File: config.mk
export PLATFORM = sky130hd
export DESIGN_NAME = reg_decoder
export DESIGN_NICKNAME = d
export VERILOG_FILES = /design/src/source/motor_bus_pkg.sv /design/src/source/reg_decoder.sv
export SDC_FILE = /design/constraint.sdc
export NUM_CORES = 1
export LEC_CHECK = 0
export ABC_AREA = 1
export BUFFER_PORTS_ARGS = -buffer_cell sky130_fd_sc_hd__buf_2
export CAP_MARGIN = 25
export CORE_AREA = 2 2 39 41
export DETAILED_ROUTE_END_ITERATION = 8
export DIE_AREA = 0 0 41 43
export PLACE_DENSITY = 0.56
export SLEW_MARGIN = 20
export SYNTH_ARGS = -nofsm -noshare
export SYNTH_HDL_FRONTEND = slang
export SYNTH_SLANG_ARGS = --single-unit
File: constraint.sdc
create_clock -name vclk -period 1.16
set_input_delay 0.232 -clock vclk [all_inputs]
set_output_delay 0.232 -clock vclk [all_outputs]
set_load 0.05 [all_outputs]
File: src/source/motor_bus_pkg.sv
// motor bus definitions
`default_nettype none

package motor_bus_pkg;

  // channel count and bus widths
  localparam int NUM_MOTORS = 4;
  localparam int MOT_W      = $clog2(NUM_MOTORS);
  localparam int BUS_ADDR_W = 16;
  localparam int BUS_DATA_W = 32;

  // address split: group in the upper byte, motor index in the lower byte
  localparam int GRP_W = 8;
  localparam int IDX_W = BUS_ADDR_W - GRP_W;

  // register groups
  localparam logic [GRP_W-1:0] GRP_KP        = 8'h00;
  localparam logic [GRP_W-1:0] GRP_SETPOINT  = 8'h03;
  localparam logic [GRP_W-1:0] GRP_OUT_LIMIT = 8'h05;
  localparam logic [GRP_W-1:0] GRP_POSITION  = 8'h0B;
  localparam logic [GRP_W-1:0] GRP_PWM       = 8'h0F;

  // controller widths
  localparam int FIELD_W  = 16;
  localparam int POS_W    = 16;
  localparam int KP_SHIFT = 8;
  // unsigned gain (sign bit added) times a 33-bit error
  localparam int PROD_W   = BUS_DATA_W + FIELD_W + 2;

  // one write word, seen as a setpoint or as a 16-bit gain or limit
  typedef union packed {
    logic signed [BUS_DATA_W-1:0] setpoint;
    struct packed {
      logic [BUS_DATA_W-FIELD_W-1:0] pad;
      logic [FIELD_W-1:0]            value;
    } field;
  } bus_wdata_u;

endpackage

`default_nettype wire

File: src/source/reg_decoder.sv
// register address decoder
`timescale 1ns/1ps
`default_nettype none

module reg_decoder (
  input  logic [motor_bus_pkg::BUS_ADDR_W-1:0] bus_addr_i,
  input  logic                                 bus_write_i,
  output logic [motor_bus_pkg::NUM_MOTORS-1:0] kp_we_o,
  output logic [motor_bus_pkg::NUM_MOTORS-1:0] sp_we_o,
  output logic [motor_bus_pkg::NUM_MOTORS-1:0] lim_we_o,
  output logic                                 addr_bad_o
);
  import motor_bus_pkg::*;

  logic [GRP_W-1:0] grp;
  logic [IDX_W-1:0] idx;
  logic             grp_ok;

  assign grp = bus_addr_i[BUS_ADDR_W-1 -: GRP_W];
  assign idx = bus_addr_i[IDX_W-1:0];

  always_comb begin
    grp_ok = grp inside {GRP_KP, GRP_SETPOINT, GRP_OUT_LIMIT, GRP_POSITION, GRP_PWM};
    addr_bad_o = !grp_ok || (idx >= NUM_MOTORS);
    // one strobe per channel and group
    for (int m = 0; m < NUM_MOTORS; m++) begin
      kp_we_o[m]  = bus_write_i && (idx == IDX_W'(m)) && (grp == GRP_KP);
      sp_we_o[m]  = bus_write_i && (idx == IDX_W'(m)) && (grp == GRP_SETPOINT);
      lim_we_o[m] = bus_write_i && (idx == IDX_W'(m)) && (grp == GRP_OUT_LIMIT);
    end
  end

endmodule

`default_nettype wire

==> metrics <==
final setup violation count=13; kind of capture point of the worst setup path=output port; status=finished, violations left; io pins=30; Fill cells=141; critical path buffer and inverter count=2; critical path arrival=~1.2 ns; router iterations before antenna repair=4; number of global-route vias before repair=365; detailed-route wire length=about 920 µm; DRC Markers=0; routability cong.=0.659; Mapped Cells=54; global-route wire length before repair=1370 µm; Fin. Hold Viols=0; Placement Setup Slack=-0.369 ns; worst min path class=input port to output port; post-route antenna net violation count=0; Post-Syn Area per Cell=4.91 µm²; FP Rows=14; PortBufs=30; max-slew violation total from the final report=0; pin count of the biggest net entering global routing=6; fin worst setup slack=-0.258 ns; share of final-layout standard cells stronger than drive strength 1=76.7%; number of clock buffers in the layout=0; NetSw=between 0.00005 and 0.00006 W; sequential cell area=0 µm²; critical path start-end classification=input port to output port; Distinct cells, synth=10; Cell Chain, Critical Path=buf_6, or2_4, nor2_8, nand3_4, nor2_4, buf_8; Pint=0.0000438 W; RSZ-0062 raised after global routing=yes; power per cell area=135 nW/µm²; total of warnings raised by yosys=0; Max rail drop VDD=0.0606 mV; Max-cap violations=0; flip-flop and latch count=0; max_slew headroom=83.6%; largest fanout of any net on the critical path=5; Tightest Pin Transition=between 0.2 and 0.25 ns; sequential cell area fraction in the yosys report=0%; start point of the worst hold path=bus_addr_i[1]; post-layout minimum cycle time=approximately 1.4 ns; TNS Setup=-3.00 ns; Hold Crit Depth=5; kind of cell adding the most delay to the critical path=simple AND/OR/NAND/NOR gates; violations in the final reports=setup timing; routed wire length per instance=9.02 µm; Initial Utilization=19.2%; clock share of power=0%; Setup crit start kind=input port; Final Cycle Share=122%; remaining global-route overflow=0; leakage dissipation=0.359 nW; hold path endpoint=sp_we_o[0]; Layout Utilization=54.2%; via density per instance=4.16; core box area=1380 µm²; die outline width=41 µm; area added between synthesis and finish=183%; peak clock frequency supported by timing=705 MHz; number of vias in the routed layout=424; height of the chip=43 µm; number of antenna violations at the first check in global routing=0; Data required, critical path=0.93 ns; switching fraction of total power=around 57%; delay contributed by the slowest stage of the critical path=around 0.26 ns; Die ar.=1760 µm²; commonest non-fill, non-tap cell in the layout=sky130_fd_sc_hd__buf_2; combined global-route utilization of all metal layers=10.4%; mapped cell area=approximately 270 µm²; syn_nets=71; total cell area at the placement stage=588 µm²; Inserted Diodes=0; cell area after layout=751 µm²; top library cells by usage in the layout, fill and taps aside=sky130_fd_sc_hd__buf_2 (16), sky130_fd_sc_hd__nor2_4 (15), sky130_fd_sc_hd__inv_1 (9); placed wire-length estimate=750 µm; Combinational Power Share=100.0%; net count reported at finish=105; launching element of the worst setup path=bus_addr_i[2]; Initial DRC Count=4; sequential share of power=0%; master of the slowest instance on the critical path=sky130_fd_sc_hd__or2_4
-- cells by family (layout without fill, tap and decap cells) --
logic type	after synthesis	in the layout	synth area share, %
buffers and inverters	12	44	17.0
and+or+nand+nor	42	42	83.0
-- synth_stat cells --
library cell               n  area, µm²
sky130_fd_sc_hd__inv_1     9       33.8
sky130_fd_sc_hd__nand3_2   4       40.0
sky130_fd_sc_hd__nand2_1  13       48.8
sky130_fd_sc_hd__nor2_1   17       63.8
sky130_fd_sc_hd__inv_2     3       11.3
sky130_fd_sc_hd__nor2_2    2       12.5
sky130_fd_sc_hd__nor2_8    1       20.0
sky130_fd_sc_hd__or2_4     1       8.76
sky130_fd_sc_hd__nand3_1   3       15.0
sky130_fd_sc_hd__nand2_4   1       11.3
-- cell type report --
type	instances	area, µm²	share of cell area (%)
inverters	12	45.0	6.00
repair buffers	32	283	37.7
well taps	16	20.0	2.67
multi-input cells	42	403	53.7
-- routing by layer --
layer / part of all wire, % / wire, µm / GRT usage, % / vias up
met2: 56 / 514 / 19.1 / 20
met5: 0 / 0 / 0 / -
met4: 0 / 0 / 0 / 0
met3: 6.3 / 58 / 0 / 0
met1: 38 / 347 / 13.6 / 179
li1: - / - / - / 225
-- per-stage QoR --
step	power [W]	std cells	hold slack, ns
3_3_place_gp	0.0000861	102	0.977
3_5_place_dp	0.0000880	102	0.985
2_1_floorplan	0.0000448	54	0.646
5_1_grt	0.000113	102	0.946
4_1_cts	0.0000958	102	0.931
6_report	0.000102	102	0.930
-- worst max-delay path by stage --
stage               slack [ns]           to  cells after the start
floorplan                -0.17  lim_we_o[0]                      4
global placement         -0.35  lim_we_o[1]                      7
detailed placement       -0.37  lim_we_o[2]                      6
CTS                      -0.27  lim_we_o[1]                      6
global route             -0.29  lim_we_o[2]                      6
finish                   -0.26  lim_we_o[2]                      6
-- power groups by stage --
stage / combinational [W] / clock, W / sequential [W]
global route: 0.000113 / 0 / 0
finish: 0.000102 / 0 / 0
CTS: 0.0000958 / 0 / 0
global placement: 0.0000861 / 0 / 0
detailed placement: 0.0000880 / 0 / 0
floorplan: 0.0000448 / 0 / 0
-- what timing repair did --
item                       4_1_cts  5_1_grt
hold buffers                     0        0
resized for setup               34       11
pin swaps                        9        6
setup buffers                    0        0
cloned                           0        0
setup endpoints to repair       13       13
(Power assumes the default switching activity.)
