$ cat src/source/motor_bus_pkg.sv
// motor bus definitions
`default_nettype none

package motor_bus_pkg;

  // channel count and bus widths
  localparam int NUM_MOTORS = 4;
  localparam int MOT_W      = $clog2(NUM_MOTORS);
  localparam int BUS_ADDR_W = 16;
  localparam int BUS_DATA_W = 32;

  // address split: group in the upper byte, motor index in the lower byte
  localparam int GRP_W = 8;
  localparam int IDX_W = BUS_ADDR_W - GRP_W;

  // register groups
  localparam logic [GRP_W-1:0] GRP_KP        = 8'h00;
  localparam logic [GRP_W-1:0] GRP_SETPOINT  = 8'h03;
  localparam logic [GRP_W-1:0] GRP_OUT_LIMIT = 8'h05;
  localparam logic [GRP_W-1:0] GRP_POSITION  = 8'h0B;
  localparam logic [GRP_W-1:0] GRP_PWM       = 8'h0F;

  // controller widths
  localparam int FIELD_W  = 16;
  localparam int POS_W    = 16;
  localparam int KP_SHIFT = 8;
  // unsigned gain (sign bit added) times a 33-bit error
  localparam int PROD_W   = BUS_DATA_W + FIELD_W + 2;

  // one write word, seen as a setpoint or as a 16-bit gain or limit
  typedef union packed {
    logic signed [BUS_DATA_W-1:0] setpoint;
    struct packed {
      logic [BUS_DATA_W-FIELD_W-1:0] pad;
      logic [FIELD_W-1:0]            value;
    } field;
  } bus_wdata_u;

endpackage

`default_nettype wire

$ cat src/source/motor_channel.sv
// motor channel controller
`timescale 1ns/1ps
`default_nettype none

module motor_channel (
  input  logic                                   wCLK24,
  input  logic                                   reset_i,
  input  logic                                   kp_we_i,
  input  logic                                   sp_we_i,
  input  logic                                   lim_we_i,
  input  motor_bus_pkg::bus_wdata_u              wdata_i,
  input  logic signed [motor_bus_pkg::POS_W-1:0] pos_i,
  output logic signed [motor_bus_pkg::POS_W-1:0] pwm_o
);
  import motor_bus_pkg::*;

  logic        [FIELD_W-1:0]    kp_q;
  logic        [FIELD_W-1:0]    lim_q;
  logic signed [BUS_DATA_W-1:0] sp_q;
  // one extra bit so the error never wraps
  logic signed [BUS_DATA_W:0]   err;
  logic signed [PROD_W-1:0]     prod;
  logic signed [PROD_W-1:0]     prod_sh;
  logic signed [PROD_W-1:0]     lim_pos;
  logic signed [PROD_W-1:0]     lim_neg;
  logic signed [PROD_W-1:0]     ctrl;

  always_comb begin
    err     = sp_q - pos_i;
    prod    = $signed({1'b0, kp_q}) * err;
    prod_sh = prod >>> KP_SHIFT;
    lim_pos = $signed({1'b0, lim_q});
    lim_neg = -lim_pos;
    // symmetric clamp
    if (prod_sh > lim_pos) begin
      ctrl = lim_pos;
    end else if (prod_sh < lim_neg) begin
      ctrl = lim_neg;
    end else begin
      ctrl = prod_sh;
    end
  end

  always_ff @(posedge wCLK24) begin
    if (reset_i) begin
      kp_q  <= '0;
      sp_q  <= '0;
      lim_q <= '0;
      pwm_o <= '0;
    end else begin
      if (kp_we_i) begin
        kp_q <= wdata_i.field.value;
      end
      if (sp_we_i) begin
        sp_q <= wdata_i.setpoint;
      end
      if (lim_we_i) begin
        lim_q <= wdata_i.field.value;
      end
      pwm_o <= ctrl[POS_W-1:0];
    end
  end

endmodule

`default_nettype wire

$ cat config.mk
export PLATFORM = sky130hd
export DESIGN_NAME = motor_channel
export DESIGN_NICKNAME = d
export VERILOG_FILES = /design/src/source/motor_bus_pkg.sv /design/src/source/motor_channel.sv
export SDC_FILE = /design/constraint.sdc
export NUM_CORES = 2
export LEC_CHECK = 0
export BUFFER_PORTS_ARGS = -buffer_cell sky130_fd_sc_hd__clkbuf_2
export CAP_MARGIN = 10
export CORE_ASPECT_RATIO = 1.4
export CORE_UTILIZATION = 55
export DETAILED_ROUTE_END_ITERATION = 7
export GPL_ROUTABILITY_DRIVEN = 0
export GPL_TIMING_DRIVEN = 1
export PLACE_DENSITY = 0.84
export SYNTH_ARGS = -nofsm -noshare
export SYNTH_HDL_FRONTEND = slang
export SYNTH_SLANG_ARGS = --single-unit
$ cat constraint.sdc
create_clock -name wCLK24 -period 17.3 [get_ports wCLK24]
set_input_delay 1.73 -clock wCLK24 [delete_from_list [all_inputs] [get_ports wCLK24]]
set_output_delay 1.73 -clock wCLK24 [all_outputs]
set_load 0.02 [all_outputs]
==> out/results.ini <==
[status]
run_status=finished, final reports clean

[floorplan]
rows=92
die_h_um=254
dieWidth_um=182
ios=69
die_area_sq_mm=0.0462
coreArea_sq_mm=0.0449
start_util_pct=55.6

[grt]
grt_start_max_net_pins=82
overflow=0
grt_pass1_vias=22200
grt_pass1_wl_mm=113
grt_util_all_layers_pct=31.9
antenna_found_initial=0

[sta]
drv_slew=0
setup_viol=0
relSlewSlack_pct=16.2
min_period_ns=14.20
hold_viol=0
fin_skew_ns=0.0167
max_freq_mhz=70.4
min_period_over_period_pct=82.1
rsz0062_at_grt=no
worstMarginPinSlew_ns=1.25
fin_tns_setup_ns=0

[setup_path]
r2r.worst_path.cells=44
arrival_ns=14.41
r2r-start=sp_q[0]
reg2reg_slack_ns=4.15
start_kind=input port
r2r_end=pwm_o[13]
worstPathRequired_ns=17.51
crit_path_frequent_cell=fa_1
endpoint_kind=flip-flop
cp_slowest_cell=a311oi_1
cpPeakStageDelay_ns=0.82
cp_max_fo=27
crit_type=input port to flip-flop

[cts]
clk_path_buf_depth=2
post-cts-setup-buffers=0
cts-resized-gates=0
path_clk_slew_ns=0.07
cts_hold_buf=0
clk_latency_ns=0.38
htree_levels=3
clock-root-buffer=clkbuf_16
numCtsBuffers=9
cts_sinks=80
cts_tree=built

[routing]
vias=20300
ant_nets=0
drtIter0Drc=1579
wl_mm=69.9
dr.pass1.iters=6
route.detailed.wl_per_inst_um=20.3
post_drt_via_cell_ratio=5.90
drc=0

[logic_synthesis]
ys_types=81
synth-async-reset-ratio_pct=0
ys_seq_elements=80
avgSynthCellArea_sq_um=8.65
synthCells=2883
ys_seq_area_share_pct=6.42
synth_edf_count=0
synth_ff_type=dfxtp_1
synth_nets=3652
synth_warnings=0
syn-cell-area_sq_mm=0.0249

[finish]
layout-drive-gt1-share_pct=5.92
area.sequential_sq_mm=0.00161
area_growth_pct=4.88
diodes=0
nNetsFinal=3638
multi_input_area_sq_mm=0.0205
fill_cells=3749

[min_path]
hold_path_depth=2
hp-start=sp_q[0]
hp-class=flip-flop to flip-flop
holdPathEnd=sp_q[0]

[job]
cap_viol_max_count=0

[placement]
port_buffers=68
hpwl_mm=53.1

## placed cells by master (no fill, tap or decap), types with 6 or more instances in the layout
cell	netlist	layout
inv_1	634	634
fa_1	502	502
nand2_1	360	360
ha_1	214	214
and2_1	196	196
nor2_1	130	130
a21oi_1	88	88
mux2i_1	76	76
dfxtp_1	80	72
clkbuf_2	0	68
xnor2_1	67	57
o21ai_0	47	47
buf_4	5	36
a21o_1	35	35
nor2b_1	28	28
nor3_1	23	23
and3_1	21	21
nand2b_1	20	20
nand4_1	20	20
nand3_1	19	19
xor2_1	17	16
o211ai_1	16	16
a211oi_1	14	14
a31oi_1	12	12
o21a_1	12	12
o32ai_1	12	12
xnor2_2	0	10
clkbuf_16	0	9
or3_1	8	8
dfxtp_2	0	8
nor4_1	7	7
o21ai_1	7	7
a211o_1	6	6
## Yosys cell counts (5+ instances only)
master	n	area [sq um]
inv_1	634	2380
fa_1	502	10000
nand2_1	360	1350
ha_1	214	2680
and2_1	196	1230
nor2_1	130	488
clkbuf_1	99	372
a21oi_1	88	440
dfxtp_1	80	1600
mux2i_1	76	761
xnor2_1	67	587
o21ai_0	47	235
a21o_1	35	263
nor2b_1	28	175
nor3_1	23	115
and3_1	21	131
nand2b_1	20	125
nand4_1	20	125
buf_2	19	95.1
nand3_1	19	95.1
xor2_1	17	149
o211ai_1	16	120
a211oi_1	14	105
a31oi_1	12	75.1
o21a_1	12	90.1
o32ai_1	12	105
or3_1	8	50.1
nor4_1	7	43.8
o21ai_1	7	35.0
a211o_1	6	52.6
buf_1	5	18.8
buf_4	5	37.5
o21bai_1	5	37.5
## cell type report
type / instances / share of cell area (%)
Clock buffer: 9 / 0.861
Clock inverter: 7 / 0.411
Inverter: 635 / 9.11
Multi-Input combinational cell: 2039 / 78.4
Sequential cell: 80 / 6.16
Tap cell: 564 / 2.70
Timing Repair Buffer: 104 / 2.33
## worst max-delay path, delay by kind of cell
family,cells,cell delay [ns]
AND/OR/NAND/NOR,12,2.62
adder cells (fa/ha/maj),10,4.48
buffers and inverters,5,0.70
AO/OA/AOI/OAI,16,4.32
multiplexers,1,0.53
## layer usage
layer | vias up | global-route usage, % | routed length [um]
met4 | 0 | 26.5 | 6750
li1 | 8779 | - | -
met2 | 1094 | 55.9 | 34600
met5 | - | 0 | 0
met3 | 425 | 5.76 | 5760
met1 | 9971 | 33.3 | 22800
## kinds of logic (layout without fill, tap and decap cells)
family	after synthesis	count (layout)	share of synthesized area, %
AO/OA/AOI/OAI	298	298	7.96
XOR/XNOR	84	84	2.95
adder cells (fa/ha/maj)	716	716	51.0
buffers and inverters	764	755	11.7
flip-flops	80	80	6.42
multiplexers	81	81	3.27
AND/OR/NAND/NOR	860	860	16.7
## through the flow
stage / std cells / utilization, % / hold WS (ns) / instance area [sq um] / setup slack [ns]
after global routing: 3438 / 58.3 / 0.531 / 26200 / 2.40
after detailed placement: 3422 / 57.5 / 0.490 / 25800 / 2.98
final: 3438 / 58.3 / 0.499 / 26200 / 3.10
after global placement: 3422 / 57.5 / 0.474 / 25800 / 3.29
after CTS: 3438 / 58.3 / 0.508 / 26200 / 3.29
after floorplan: 2883 / - / 0.460 / 24900 / 5.05
## flip-flops by register name, summed over array words and instances, names as in the netlist
register	count
kp_q	16
sp_q	32
pwm_o	16
lim_q	16
## worst max-delay path by stage
stage,from,to,slack [ns],cells past startpoint
floorplan,pos_i[0],pwm_o[10],5.05,45
global placement,pos_i[0],pwm_o[13],3.29,44
detailed placement,pos_i[0],pwm_o[13],2.98,44
CTS,pos_i[0],pwm_o[13],3.29,44
global route,pos_i[0],pwm_o[13],2.40,44
finish,pos_i[0],pwm_o[13],3.10,44
Power is not shown: default switching activity piles up to over one toggle a cycle in this logic, so the estimate is an artifact.
