**config.mk**
```make
export PLATFORM = sky130hd
export DESIGN_NAME = spi_byte_slave
export DESIGN_NICKNAME = d
export VERILOG_FILES = /design/src/source/spi_frame_pkg.sv /design/src/source/spi_byte_slave.sv
export SDC_FILE = /design/constraint.sdc
export NUM_CORES = 1
export LEC_CHECK = 0
export BUFFER_PORTS_ARGS = -buffer_cell sky130_fd_sc_hd__buf_2
export CAP_MARGIN = 40
export CELL_PAD_IN_SITES_DETAIL_PLACEMENT = 0
export CELL_PAD_IN_SITES_GLOBAL_PLACEMENT = 2
export CORE_MARGIN = 8
export CORE_UTILIZATION = 40
export DETAILED_ROUTE_END_ITERATION = 8
export GPL_TIMING_DRIVEN = 0
export MAX_ROUTING_LAYER = met4
export PLACE_DENSITY = 0.88
export SLEW_MARGIN = 10
export SYNTH_ARGS = -nofsm -noshare
export SYNTH_HDL_FRONTEND = slang
export SYNTH_SLANG_ARGS = --single-unit
```
**constraint.sdc**
```tcl
create_clock -name wCLK24 -period 3.2 [get_ports wCLK24]
set_input_delay 0.16 -clock wCLK24 [delete_from_list [all_inputs] [get_ports wCLK24]]
set_output_delay 0.16 -clock wCLK24 [all_outputs]
set_load 0.05 [all_outputs]
```
**src/source/spi_frame_pkg.sv**
```systemverilog
// spi frame layout
`default_nettype none

package spi_frame_pkg;

  localparam int SPI_BYTE_W = 8;

  // receive frame, per motor: gain, setpoint, limit
  localparam int RX_BYTES_PER_MOTOR = 8;
  localparam int RX_FRAME_BYTES     = 32;
  localparam int RX_OFS_KP          = 0;
  localparam int RX_OFS_SP          = 2;
  localparam int RX_OFS_LIM         = 6;

  // transmit frame, per motor: position, pwm
  localparam int TX_BYTES_PER_MOTOR = 4;
  localparam int TX_FRAME_BYTES     = 16;
  localparam int TX_OFS_POS         = 0;
  localparam int TX_OFS_PWM         = 2;

  // byte counter saturates at RX_FRAME_BYTES
  localparam int BYTE_CNT_W = $clog2(RX_FRAME_BYTES) + 1;

endpackage

`default_nettype wire
```
**src/source/spi_byte_slave.sv**
```systemverilog
// spi byte slave
`timescale 1ns/1ps
`default_nettype none

module spi_byte_slave (
  input  logic                                 wCLK24,
  input  logic                                 reset_i,
  input  logic                                 frame_n_i,
  input  logic                                 spi_sck_i,
  input  logic                                 spi_mosi_i,
  input  logic                                 tx_load_i,
  input  logic [spi_frame_pkg::SPI_BYTE_W-1:0] tx_byte_i,
  output logic                                 spi_miso_o,
  output logic                                 rx_valid_o,
  output logic [spi_frame_pkg::SPI_BYTE_W-1:0] rx_byte_o
);
  import spi_frame_pkg::*;

  // two sync stages plus one for edge detect
  logic [2:0]                      sck_sync_q;
  logic [1:0]                      mosi_sync_q;
  logic [$clog2(SPI_BYTE_W)-1:0]   bit_cnt_q;
  logic [SPI_BYTE_W-1:0]           rx_shift_q;
  logic [SPI_BYTE_W-1:0]           tx_shift_q;
  logic                            sck_rise;
  logic                            sck_fall;
  logic                            last_bit;

  assign sck_rise   = sck_sync_q[1] & ~sck_sync_q[2] & ~frame_n_i;
  assign sck_fall   = ~sck_sync_q[1] & sck_sync_q[2] & ~frame_n_i;
  assign last_bit   = (bit_cnt_q == SPI_BYTE_W - 1);
  assign spi_miso_o = tx_shift_q[SPI_BYTE_W-1];

  always_ff @(posedge wCLK24) begin
    if (reset_i) begin
      sck_sync_q <= '0;
      bit_cnt_q  <= '0;
      rx_valid_o <= 1'b0;
      tx_shift_q <= '0;
    end else begin
      sck_sync_q <= {sck_sync_q[1:0], spi_sck_i};
      rx_valid_o <= sck_rise & last_bit;
      if (frame_n_i) begin
        bit_cnt_q <= '0;
      end else if (sck_rise) begin
        bit_cnt_q <= bit_cnt_q + 1'b1;
      end
      // at a byte boundary the freshly loaded MSB must stay on the line
      if (tx_load_i) begin
        tx_shift_q <= tx_byte_i;
      end else if (sck_fall && bit_cnt_q != '0) begin
        tx_shift_q <= {tx_shift_q[SPI_BYTE_W-2:0], 1'b0};
      end
    end
  end

  always_ff @(posedge wCLK24) begin
    mosi_sync_q <= {mosi_sync_q[0], spi_mosi_i};
    if (sck_rise) begin
      rx_shift_q <= {rx_shift_q[SPI_BYTE_W-2:0], mosi_sync_q[1]};
      if (last_bit) begin
        rx_byte_o <= {rx_shift_q[SPI_BYTE_W-2:0], mosi_sync_q[1]};
      end
    end
  end

endmodule

`default_nettype wire

```
==> results.md <==
- Setup TNS: 0 ps
- Synth Flop Type: dfxtp_1
- Fin crit share: 0.5742
- TritonRoute pass-1 iters: 4
- Switching part of the total: 0.2240
- CTS max path bufs: 2
- Logic pwr share: 0.077
- Critical path arrival: between 1500 and 2000 ps
- Drt drc: 0
- P_int: between 600 and 700 uW
- # IOs: 24
- VDD IR-drop max: 0.2003 mV
- Max-Cap Viols: 0
- Finished Core Util: 0.4889
- EDFF count, synth: 15
- Max FO, Critical Path: 10
- Slowest cell on crit path: nor3b_2
- Via-to-Cell Ratio: approximately 4.9
- Distinct cells, synth: 26
- Syn Area/Cell: between 10 and 15 um^2
- Area leader, netlist: edfxtp_1
- Final Hold Viols: 0
- Routed WL: 2374 um
- Share of layout cells above drive strength 1: 0.4435
- Worst-path clk slew: about 100 ps
- First DRT Iteration DRCs: 64
- GP Congestion: 0.7472
- Initial core utilization: 0.4098
- Synth top cells by count: dfxtp_1 (17), edfxtp_1 (15), inv_1 (10)
- Max_slew headroom: 0.5658
- Synth Net Count: 110
- Number of global-route vias before repair: ~860
- Setup CP Type: register to register
- Area growth syn-to-layout: 19.31%
- Nets@finish: between 100 and 150
- TritonCTS clock tree: built
- Max Slew Vio Count: 0
- Synth top area cells: edfxtp_1 (34%), dfxtp_1 (25%), a221oi_2 (7.9%)
- H-tree depth: 2
- ANT cells: 0
- PortBufs: 22
- CTS Buf Count: 5
- Max frequency: between 500 and 600 MHz
- Setup Buffers After CTS: 0
- CP Launch Type: register
- Initial antenna violation count: 0
- Congestion Overflow GR: 0
- First-pass GRT wire length: between 3000 and 4000 um
- Outcome: finished clean
- Final setup viols: 0
- Worst R2R Setup Slack: roughly 1400 ps
- Async SR Flop Fraction: 0
- CP max stage delay: around 560 ps
- Cell Pwr Density: a little over 500 nW/um^2
- Most frequent cell after synthesis: dfxtp_1
- HPWL Detailed: about 1700 um
- Largest net degree at the start of global routing: 12
- Seq/Total Area, Yosys: 0.5923
- RSZ-0062 raised after global routing: false
- FP Rows: 21
- P_sw: between 150 and 200 uW
- Crit path capture type: register
- Sequential share of power: 0.549
- Worst slew pin tran: 648.5 ps
- Routed Antenna Nets: 0
- Synthesized area: 1335 um^2
- Hold WC Path Type: primary input to register
- Filler instances: 309
- Clock Skew: 4.223 ps
- Routed vias: approximately 840
- Cells after synthesis: between 90 and 100
- Die width: around 74 um
- Die area: 5442 um^2
- Pleak: around 0.0006 uW
- Wirelength per Cell: between 10 and 15 um
- Clk pwr share: 0.374
- Post-synth top area share: 0.3374
- Fin crit period: ~1800 ps
- Ys Warns: 0
- CP required: 3190 ps
- Core area: between 3000 and 4000 um^2
- Root Driver: clkbuf_4
- CTS sink count: 32
- Clock latency on the worst-skew pair: 320 ps
- Die Height: about 74 um
- PostCTS Resize Cnt: 0
- Critical path cell sequence: buf_4 > nor3b_2 > and2_1
- Synth Register Bits: 32
- GRT Overall Usage: 0.09570
-- critical path, delay by kind of cell (launching register included) --
family	cells	cell delay, ps
AND/OR/NAND/NOR	2	1020
flip-flops	1	310
buffers and inverters	1	180
-- worst paths after layout --
kind                                          startpoint                        to  depth (start not counted)
worst max-delay path            sck_sync_q[2]$_SDFF_PP0_    rx_byte_o[1]$_DFFE_PP_                          3
worst min register to register    mosi_sync_q[0]$_DFF_P_    mosi_sync_q[1]$_DFF_P_                          0
worst max register to register  sck_sync_q[2]$_SDFF_PP0_    rx_byte_o[1]$_DFFE_PP_                          3
worst min-delay path                           spi_sck_i  sck_sync_q[0]$_SDFF_PP0_                          2
-- per-layer routing --
metal / vias up / part of all wire / wire, um / track usage
met4: 0 / 0.018 / 43 / 0.05543
met1: 404 / 0.44 / 1040 / 0.1034
met2: 20 / 0.49 / 1169 / 0.1506
li1: 408 / - / - / -
met3: 5 / 0.051 / 121 / 0.03138
met5: - / 0 / 0 / -
-- state kept, by name, indices dropped and copies added (netlist names) --
signal and cells:
bit_cnt_q 3, mosi_sync_q 2, rx_byte_o 8, rx_shift_q 7
rx_valid_o 1, sck_sync_q 3, tx_shift_q 8
-- power groups by stage --
stage / clock (uW) / combinational (uW) / sequential [uW]
after floorplan: 0 / 41.5 / 455
after global placement: 0 / 60.5 / 453
after detailed placement: 0 / 62.0 / 453
after CTS: 309 / 63.2 / 444
after global routing: 321 / 68.2 / 445
final: 303 / 62.2 / 444
-- logic make-up (layout without fill, tap and decap cells) --
kind of cell,count (synthesis),after routing,synth area share
AO/OA/AOI/OAI,23,23,0.2006
XOR/XNOR,1,1,0.006562
adder cells (fa/ha/maj),3,3,0.02812
buffers and inverters,17,48,0.07123
flip-flops,32,32,0.5923
multiplexers,2,2,0.01500
AND/OR/NAND/NOR,15,15,0.08622
-- placed cells by master, fill, tap and decap left out --
| cell type | instances |
|---|---|
| nor3b_2 | 1 |
| a221oi_2 | 7 |
| inv_1 | 10 |
| nand2b_4 | 1 |
| nor2_4 | 1 |
| clkinvlp_4 | 1 |
| xnor2_1 | 1 |
| nor3_1 | 3 |
| buf_12 | 1 |
| ha_1 | 3 |
| edfxtp_1 | 15 |
| a41oi_1 | 7 |
| dfxtp_1 | 17 |
| clkinv_2 | 1 |
| a21oi_1 | 1 |
| buf_4 | 2 |
| bufinv_16 | 1 |
| buf_2 | 24 |
| and2_1 | 1 |
| nor2b_1 | 4 |
| dlygate4sd3_1 | 1 |
| mux2i_1 | 2 |
| and2b_1 | 1 |
| clkbuf_2 | 1 |
| o311ai_1 | 1 |
| nand2b_1 | 1 |
| nand2_1 | 1 |
| o31ai_2 | 7 |
| nor2b_4 | 1 |
| clkbuf_4 | 6 |
-- cell type report --
cell class / count / area (um^2) / area share
plain buffers: 7 / 57.56 / 0.03614
multi-input cells: 44 / 449.2 / 0.2820
well taps: 46 / 57.56 / 0.03614
flip-flops and latches: 32 / 790.8 / 0.4965
clock buffers: 5 / 37.54 / 0.02357
repair buffers: 23 / 120.1 / 0.07541
inverters: 10 / 37.54 / 0.02357
clock inverters: 3 / 42.54 / 0.02671
-- stage by stage --
step	total power (uW)	hold slack (ps)	worst slack, ps	instance area, um^2	std cells
after floorplan	496.2	187.7	1662	1335	93
after global placement	513.3	263.0	1411	1503	161
after detailed placement	515.2	266.8	1333	1503	161
after CTS	816.2	45.30	1322	1593	170
after global routing	833.9	65.27	1239	1593	170
final	809.0	49.08	1362	1593	170
-- what timing repair did --
item                                    in CTS  in global routing
hold buffers                                 1                  0
endpoints found under the setup margin       0                  0
hold endpoints to repair                     1                  0
Power figures use the tool's default switching activity.
