**config.mk**
```make
export PLATFORM = sky130hd
export DESIGN_NAME = readback_mux
export DESIGN_NICKNAME = d
export VERILOG_FILES = /design/src/source/motor_bus_pkg.sv /design/src/source/readback_mux.sv
export SDC_FILE = /design/constraint.sdc
export NUM_CORES = 1
export LEC_CHECK = 0
export BUFFER_PORTS_ARGS = -buffer_cell sky130_fd_sc_hd__buf_2
export CORE_MARGIN = 8
export CORE_UTILIZATION = 38
export CTS_CLUSTER_SIZE = 30
export DETAILED_ROUTE_END_ITERATION = 8
export PLACE_DENSITY = 0.84
export SYNTH_ARGS = -nofsm -noshare
export SYNTH_HDL_FRONTEND = slang
export SYNTH_SLANG_ARGS = --single-unit
export TNS_END_PERCENT = 1
```
**constraint.sdc**
```tcl
create_clock -name wCLK24 -period 2.9 [get_ports wCLK24]
set_input_delay 0.435 -clock wCLK24 [delete_from_list [all_inputs] [get_ports wCLK24]]
set_output_delay 0.435 -clock wCLK24 [all_outputs]
set_load 0.1 [all_outputs]
```
**src/source/motor_bus_pkg.sv**
```systemverilog
// motor bus definitions
`default_nettype none

package motor_bus_pkg;

  // channel count and bus widths
  localparam int NUM_MOTORS = 4;
  localparam int MOT_W      = $clog2(NUM_MOTORS);
  localparam int BUS_ADDR_W = 16;
  localparam int BUS_DATA_W = 32;

  // address split: group in the upper byte, motor index in the lower byte
  localparam int GRP_W = 8;
  localparam int IDX_W = BUS_ADDR_W - GRP_W;

  // register groups
  localparam logic [GRP_W-1:0] GRP_KP        = 8'h00;
  localparam logic [GRP_W-1:0] GRP_SETPOINT  = 8'h03;
  localparam logic [GRP_W-1:0] GRP_OUT_LIMIT = 8'h05;
  localparam logic [GRP_W-1:0] GRP_POSITION  = 8'h0B;
  localparam logic [GRP_W-1:0] GRP_PWM       = 8'h0F;

  // controller widths
  localparam int FIELD_W  = 16;
  localparam int POS_W    = 16;
  localparam int KP_SHIFT = 8;
  // unsigned gain (sign bit added) times a 33-bit error
  localparam int PROD_W   = BUS_DATA_W + FIELD_W + 2;

  // one write word, seen as a setpoint or as a 16-bit gain or limit
  typedef union packed {
    logic signed [BUS_DATA_W-1:0] setpoint;
    struct packed {
      logic [BUS_DATA_W-FIELD_W-1:0] pad;
      logic [FIELD_W-1:0]            value;
    } field;
  } bus_wdata_u;

endpackage

`default_nettype wire

```
**src/source/readback_mux.sv**
```systemverilog
// status readback mux
`timescale 1ns/1ps
`default_nettype none

module readback_mux (
  input  logic                                   wCLK24,
  input  logic                                   reset_i,
  input  logic [motor_bus_pkg::BUS_ADDR_W-1:0]   bus_addr_i,
  input  logic                                   bus_read_i,
  input  logic signed [motor_bus_pkg::POS_W-1:0] pos_i [motor_bus_pkg::NUM_MOTORS],
  input  logic signed [motor_bus_pkg::POS_W-1:0] pwm_i [motor_bus_pkg::NUM_MOTORS],
  output logic [motor_bus_pkg::BUS_DATA_W-1:0]   bus_rdata_o,
  output logic                                   bus_wait_o
);
  import motor_bus_pkg::*;

  logic                    rd_pend_q;
  logic [GRP_W-1:0]        grp;
  logic [IDX_W-1:0]        idx;
  logic signed [POS_W-1:0] sel;

  assign grp = bus_addr_i[BUS_ADDR_W-1 -: GRP_W];
  assign idx = bus_addr_i[IDX_W-1:0];
  // first read cycle always stalls
  assign bus_wait_o = bus_read_i & ~rd_pend_q;

  always_comb begin
    sel = '0;
    if (idx < NUM_MOTORS) begin
      case (grp)
        GRP_POSITION: sel = pos_i[idx[MOT_W-1:0]];
        GRP_PWM:      sel = pwm_i[idx[MOT_W-1:0]];
        default:      sel = '0;
      endcase
    end
  end

  always_ff @(posedge wCLK24) begin
    if (reset_i) begin
      rd_pend_q <= 1'b0;
    end else begin
      rd_pend_q <= bus_wait_o;
    end
  end

  always_ff @(posedge wCLK24) begin
    if (bus_wait_o) begin
      bus_rdata_o <= {{(BUS_DATA_W-POS_W){sel[POS_W-1]}}, sel};
    end
  end

endmodule

`default_nettype wire

```
==> PnR_summary.wiki <==
{| class="wikitable"
! Metric !! Value
|-
| Status || finished, final reports clean
|-
| Critical Path Max Stage Delay || approximately 0.56 ns
|-
| Number of hold violations in the final report || 0
|-
| Clock skew after layout || ~0.0017 ns
|-
| Placer Congestion || a little under 0.8
|-
| Number of I/O port buffers || 179
|-
| RSZ-0062 raised after global routing || false
|-
| Clock period minus worst slack || 1.75 ns
|-
| Post-Synth Adder-Cell Area || 0%
|-
| Hold WC Path Type || in -> reg
|-
| Antenna violations before repair || 0
|-
| Layout Nets || about 420
|-
| Combinational family with the most area after synthesis || multiplexers
|-
| TritonCTS Buffers || 3
|-
| Die H || ~83 um
|-
| Maximum frequency from static timing analysis || approximately 0.57 GHz
|-
| Largest net degree at the start of global routing || 32
|-
| Effective utilization at floorplan || 39.1%
|-
| MaxCap Viol Count || 0
|-
| Final wirelength || ~6500 um
|-
| Number of remaining DRC errors || 0
|-
| Iteration-0 DRC count of the detailed router || slightly above 50
|-
| Final ANT Viol Nets || 0
|-
| Arr. time, crit path || 1.31 ns
|-
| Seq/Total Area, Yosys || approximately 30%
|-
| Detailed-route vias per instance || 5.10
|-
| Met3 Use GR || 5.52%
|-
| Register-to-register path setup slack || between 1.5 and 2 ns
|-
| Rows || 24
|-
| Final standard cell area without fillers || 2540 um2
|-
| Number of distinct library cells after synthesis || 14
|-
| Count of buffers added by post-CTS timing repair for setup || 0
|-
| Wire length of the first global-routing pass || a little over 9000 um
|-
| Half-perimeter wire length after placement || 5900 um
|-
| Number of H-tree levels || 1
|-
| GRT Residual Overflow || 0
|-
| Via Count || ~1.7k
|-
| Share of the synthesized netlist area taken by xor and xnor gates || 0%
|-
| Data required time at the worst endpoint || 2.47 ns
|-
| Number of primary I/O pins || 180
|-
| Antenna cell count || 0
|-
| P per Cell Area || 341 nW/um2
|-
| Horiz. Die Dim || 82.5 um
|-
| Multiplexer share of the synthesized area || 52.6%
|-
| Share of the cycle needed by the critical path after routing || approximately three fifths
|-
| Mapped Nets || around 260
|-
| Clock Path Buffers || 2
|-
| Critical path, cell by cell || buf_2
|-
| Overall Global Routing Usage || around 18%
|-
| Sequential cell fraction of total power || 32.6%
|-
| Number of instances in the synthesized netlist || roughly 110
|-
| Remaining max-slew budget at the tightest pin || 59.3%
|-
| Count of buffer and inverter cells on the critical path || 1
|-
| Simple logic cell fraction of the synthesized area || 6.18%
|-
| Clock tree sinks || 17
|-
| Worst vdd rail ir drop || approximately 0.00016 V
|-
| Insertion delay to the later sink of the worst-skew pair || 0.25 ns
|-
| Crit start category || flop
|-
| Reported leakage power || 1.27 nW
|-
| Internal Power || 0.545 mW
|-
| Clock root buffer master || sky130_fd_sc_hd__clkbuf_8
|-
| Global-route layer with the greatest usage || met2
|-
| Core region area || between 4000 and 5000 um2
|-
| Hold buffer count at cts || 0
|-
| Average cell area after synthesis || 14.7 um2
|-
| TritonRoute pass-1 iters || 6
|-
| Via count of the first global-routing pass || 1852
|-
| Worst Tran Pin Value || 0.609 ns
|-
| Worst Setup End Kind || output port
|-
| Number of pins exceeding their max-slew limit in the final report || 0
|-
| Sw Ratio || between 30% and 40%
|-
| Clock network fraction of design power || 20.4%
|-
| Final setup fails || 0
|-
| Total of warnings raised by yosys || 0
|-
| Area after DPL || 2490 um2
|-
| Die area || 6810 um2
|-
| #FFs+latches synth || 17
|-
| Cells resized by post-CTS repair || 0
|-
| Classification of the worst setup path || reg -> out
|-
| Worst path slowest cell || sky130_fd_sc_hd__edfxtp_1
|-
| Combinational power share || 47.0%
|-
| Clock-pin transition on the worst setup and hold timing paths || 0.07 ns
|-
| Post-Syn Area || 1680 um2
|-
| Crit Path Max Fanout || 17
|-
| Area Growth Syn to Fin || 50.9%
|-
| Accumulated negative setup slack || 0 ns
|-
| Ratio of cells with drive above 1 in the final layout || between 70 and 80%
|-
| P_sw || ~0.32 mW
|-
| Detailed-route wire length per cell || 19.9 um
|-
| Clock tree from TritonCTS || yes
|-
| Fraction of met1 tracks used by global routing || 21.5%
|-
| Met2 Use GR || 29.8%
|-
| Cell family with the largest share of critical-path delay || flip-flops
|-
| Area fraction in compound gates after synthesis || 0%
|}
==> cell usage after synthesis <==
library cell	count	share of area, %
sky130_fd_sc_hd__nor4_1	1	0.37
sky130_fd_sc_hd__mux4_2	31	42
sky130_fd_sc_hd__mux2i_1	16	9.5
sky130_fd_sc_hd__mux4_1	1	1.6
sky130_fd_sc_hd__nand4_1	1	0.37
sky130_fd_sc_hd__nor2_1	17	3.8
sky130_fd_sc_hd__buf_4	17	7.6
sky130_fd_sc_hd__and4b_1	1	0.60
sky130_fd_sc_hd__edfxtp_1	16	29
sky130_fd_sc_hd__dfxtp_1	1	1.2
sky130_fd_sc_hd__nor2b_1	2	0.74
sky130_fd_sc_hd__buf_6	3	2.0
sky130_fd_sc_hd__buf_2	6	1.8
sky130_fd_sc_hd__nor3_1	1	0.30
==> path summary, 6_finish.rpt <==
check,endpoint,cells past startpoint,startpoint
worst max-delay path,bus_rdata_o[22],1,bus_rdata_o[15]
worst min-delay path,rd_pend_q,2,reset_i
worst max register to register,bus_rdata_o[6],2,rd_pend_q
worst min register to register,bus_rdata_o[8],2,rd_pend_q
==> cells in the final DEF, fill, tap and decap left out <==
master / instances
sky130_fd_sc_hd__mux2i_1: 16
sky130_fd_sc_hd__nor2b_2: 1
sky130_fd_sc_hd__nor3_1: 1
sky130_fd_sc_hd__buf_2: 179
sky130_fd_sc_hd__mux4_2: 31
sky130_fd_sc_hd__clkinvlp_4: 1
sky130_fd_sc_hd__nand4_1: 1
sky130_fd_sc_hd__nor2_1: 17
sky130_fd_sc_hd__nor2b_1: 1
sky130_fd_sc_hd__and4b_1: 1
sky130_fd_sc_hd__mux4_1: 1
sky130_fd_sc_hd__edfxtp_1: 16
sky130_fd_sc_hd__clkbuf_8: 3
sky130_fd_sc_hd__dfxtp_1: 1
sky130_fd_sc_hd__nor4_1: 1
sky130_fd_sc_hd__buf_12: 1
sky130_fd_sc_hd__buf_4: 2
==> state kept, by name (all words and copies together), names as in the netlist <==
signal and count:
bus_rdata_o 16, rd_pend_q 1
==> through the flow <==
stage / hold slack (ns) / setup slack (ns) / instances / power [mW] / utilization [%]
floorplan: 0.507 / 0.805 / 114 / 0.579 / -
detailed placement: 0.604 / 0.969 / 322 / 0.697 / 57.9
global route: 0.341 / 1.07 / 326 / 0.901 / 59.1
global placement: 0.594 / 0.989 / 322 / 0.688 / 57.9
CTS: 0.339 / 1.13 / 326 / 0.872 / 59.1
finish: 0.344 / 1.15 / 326 / 0.866 / 59.1
==> power groups by stage <==
stage	logic (mW)	clock network, mW	registers, mW
2_1_floorplan	0.222	0	0.357
3_3_place_gp	0.401	0	0.287
3_5_place_dp	0.409	0	0.288
4_1_cts	0.409	0.179	0.283
5_1_grt	0.429	0.189	0.284
6_report	0.407	0.177	0.282
==> layer usage <==
metal	routed length, um	part of all wire [%]
met5	0	0
met2	3390	52
met1	2330	36
met3	721	11
met4	55	0.85
==> cell families after synthesis <==
kind of cell	Yosys count
flip-flops	17
AND/OR/NAND/NOR	23
multiplexers	48
buffers and inverters	26
==> cell type report <==
class	instances	area (um2)
fillers	373	1760
multi-input cells	71	991
repair buffers	182	931
flip-flops and latches	17	500
well taps	52	65.1
clock buffers	3	41.3
clock inverters	1	7.51
No activity file was read; power rests on OpenSTA's default activity.
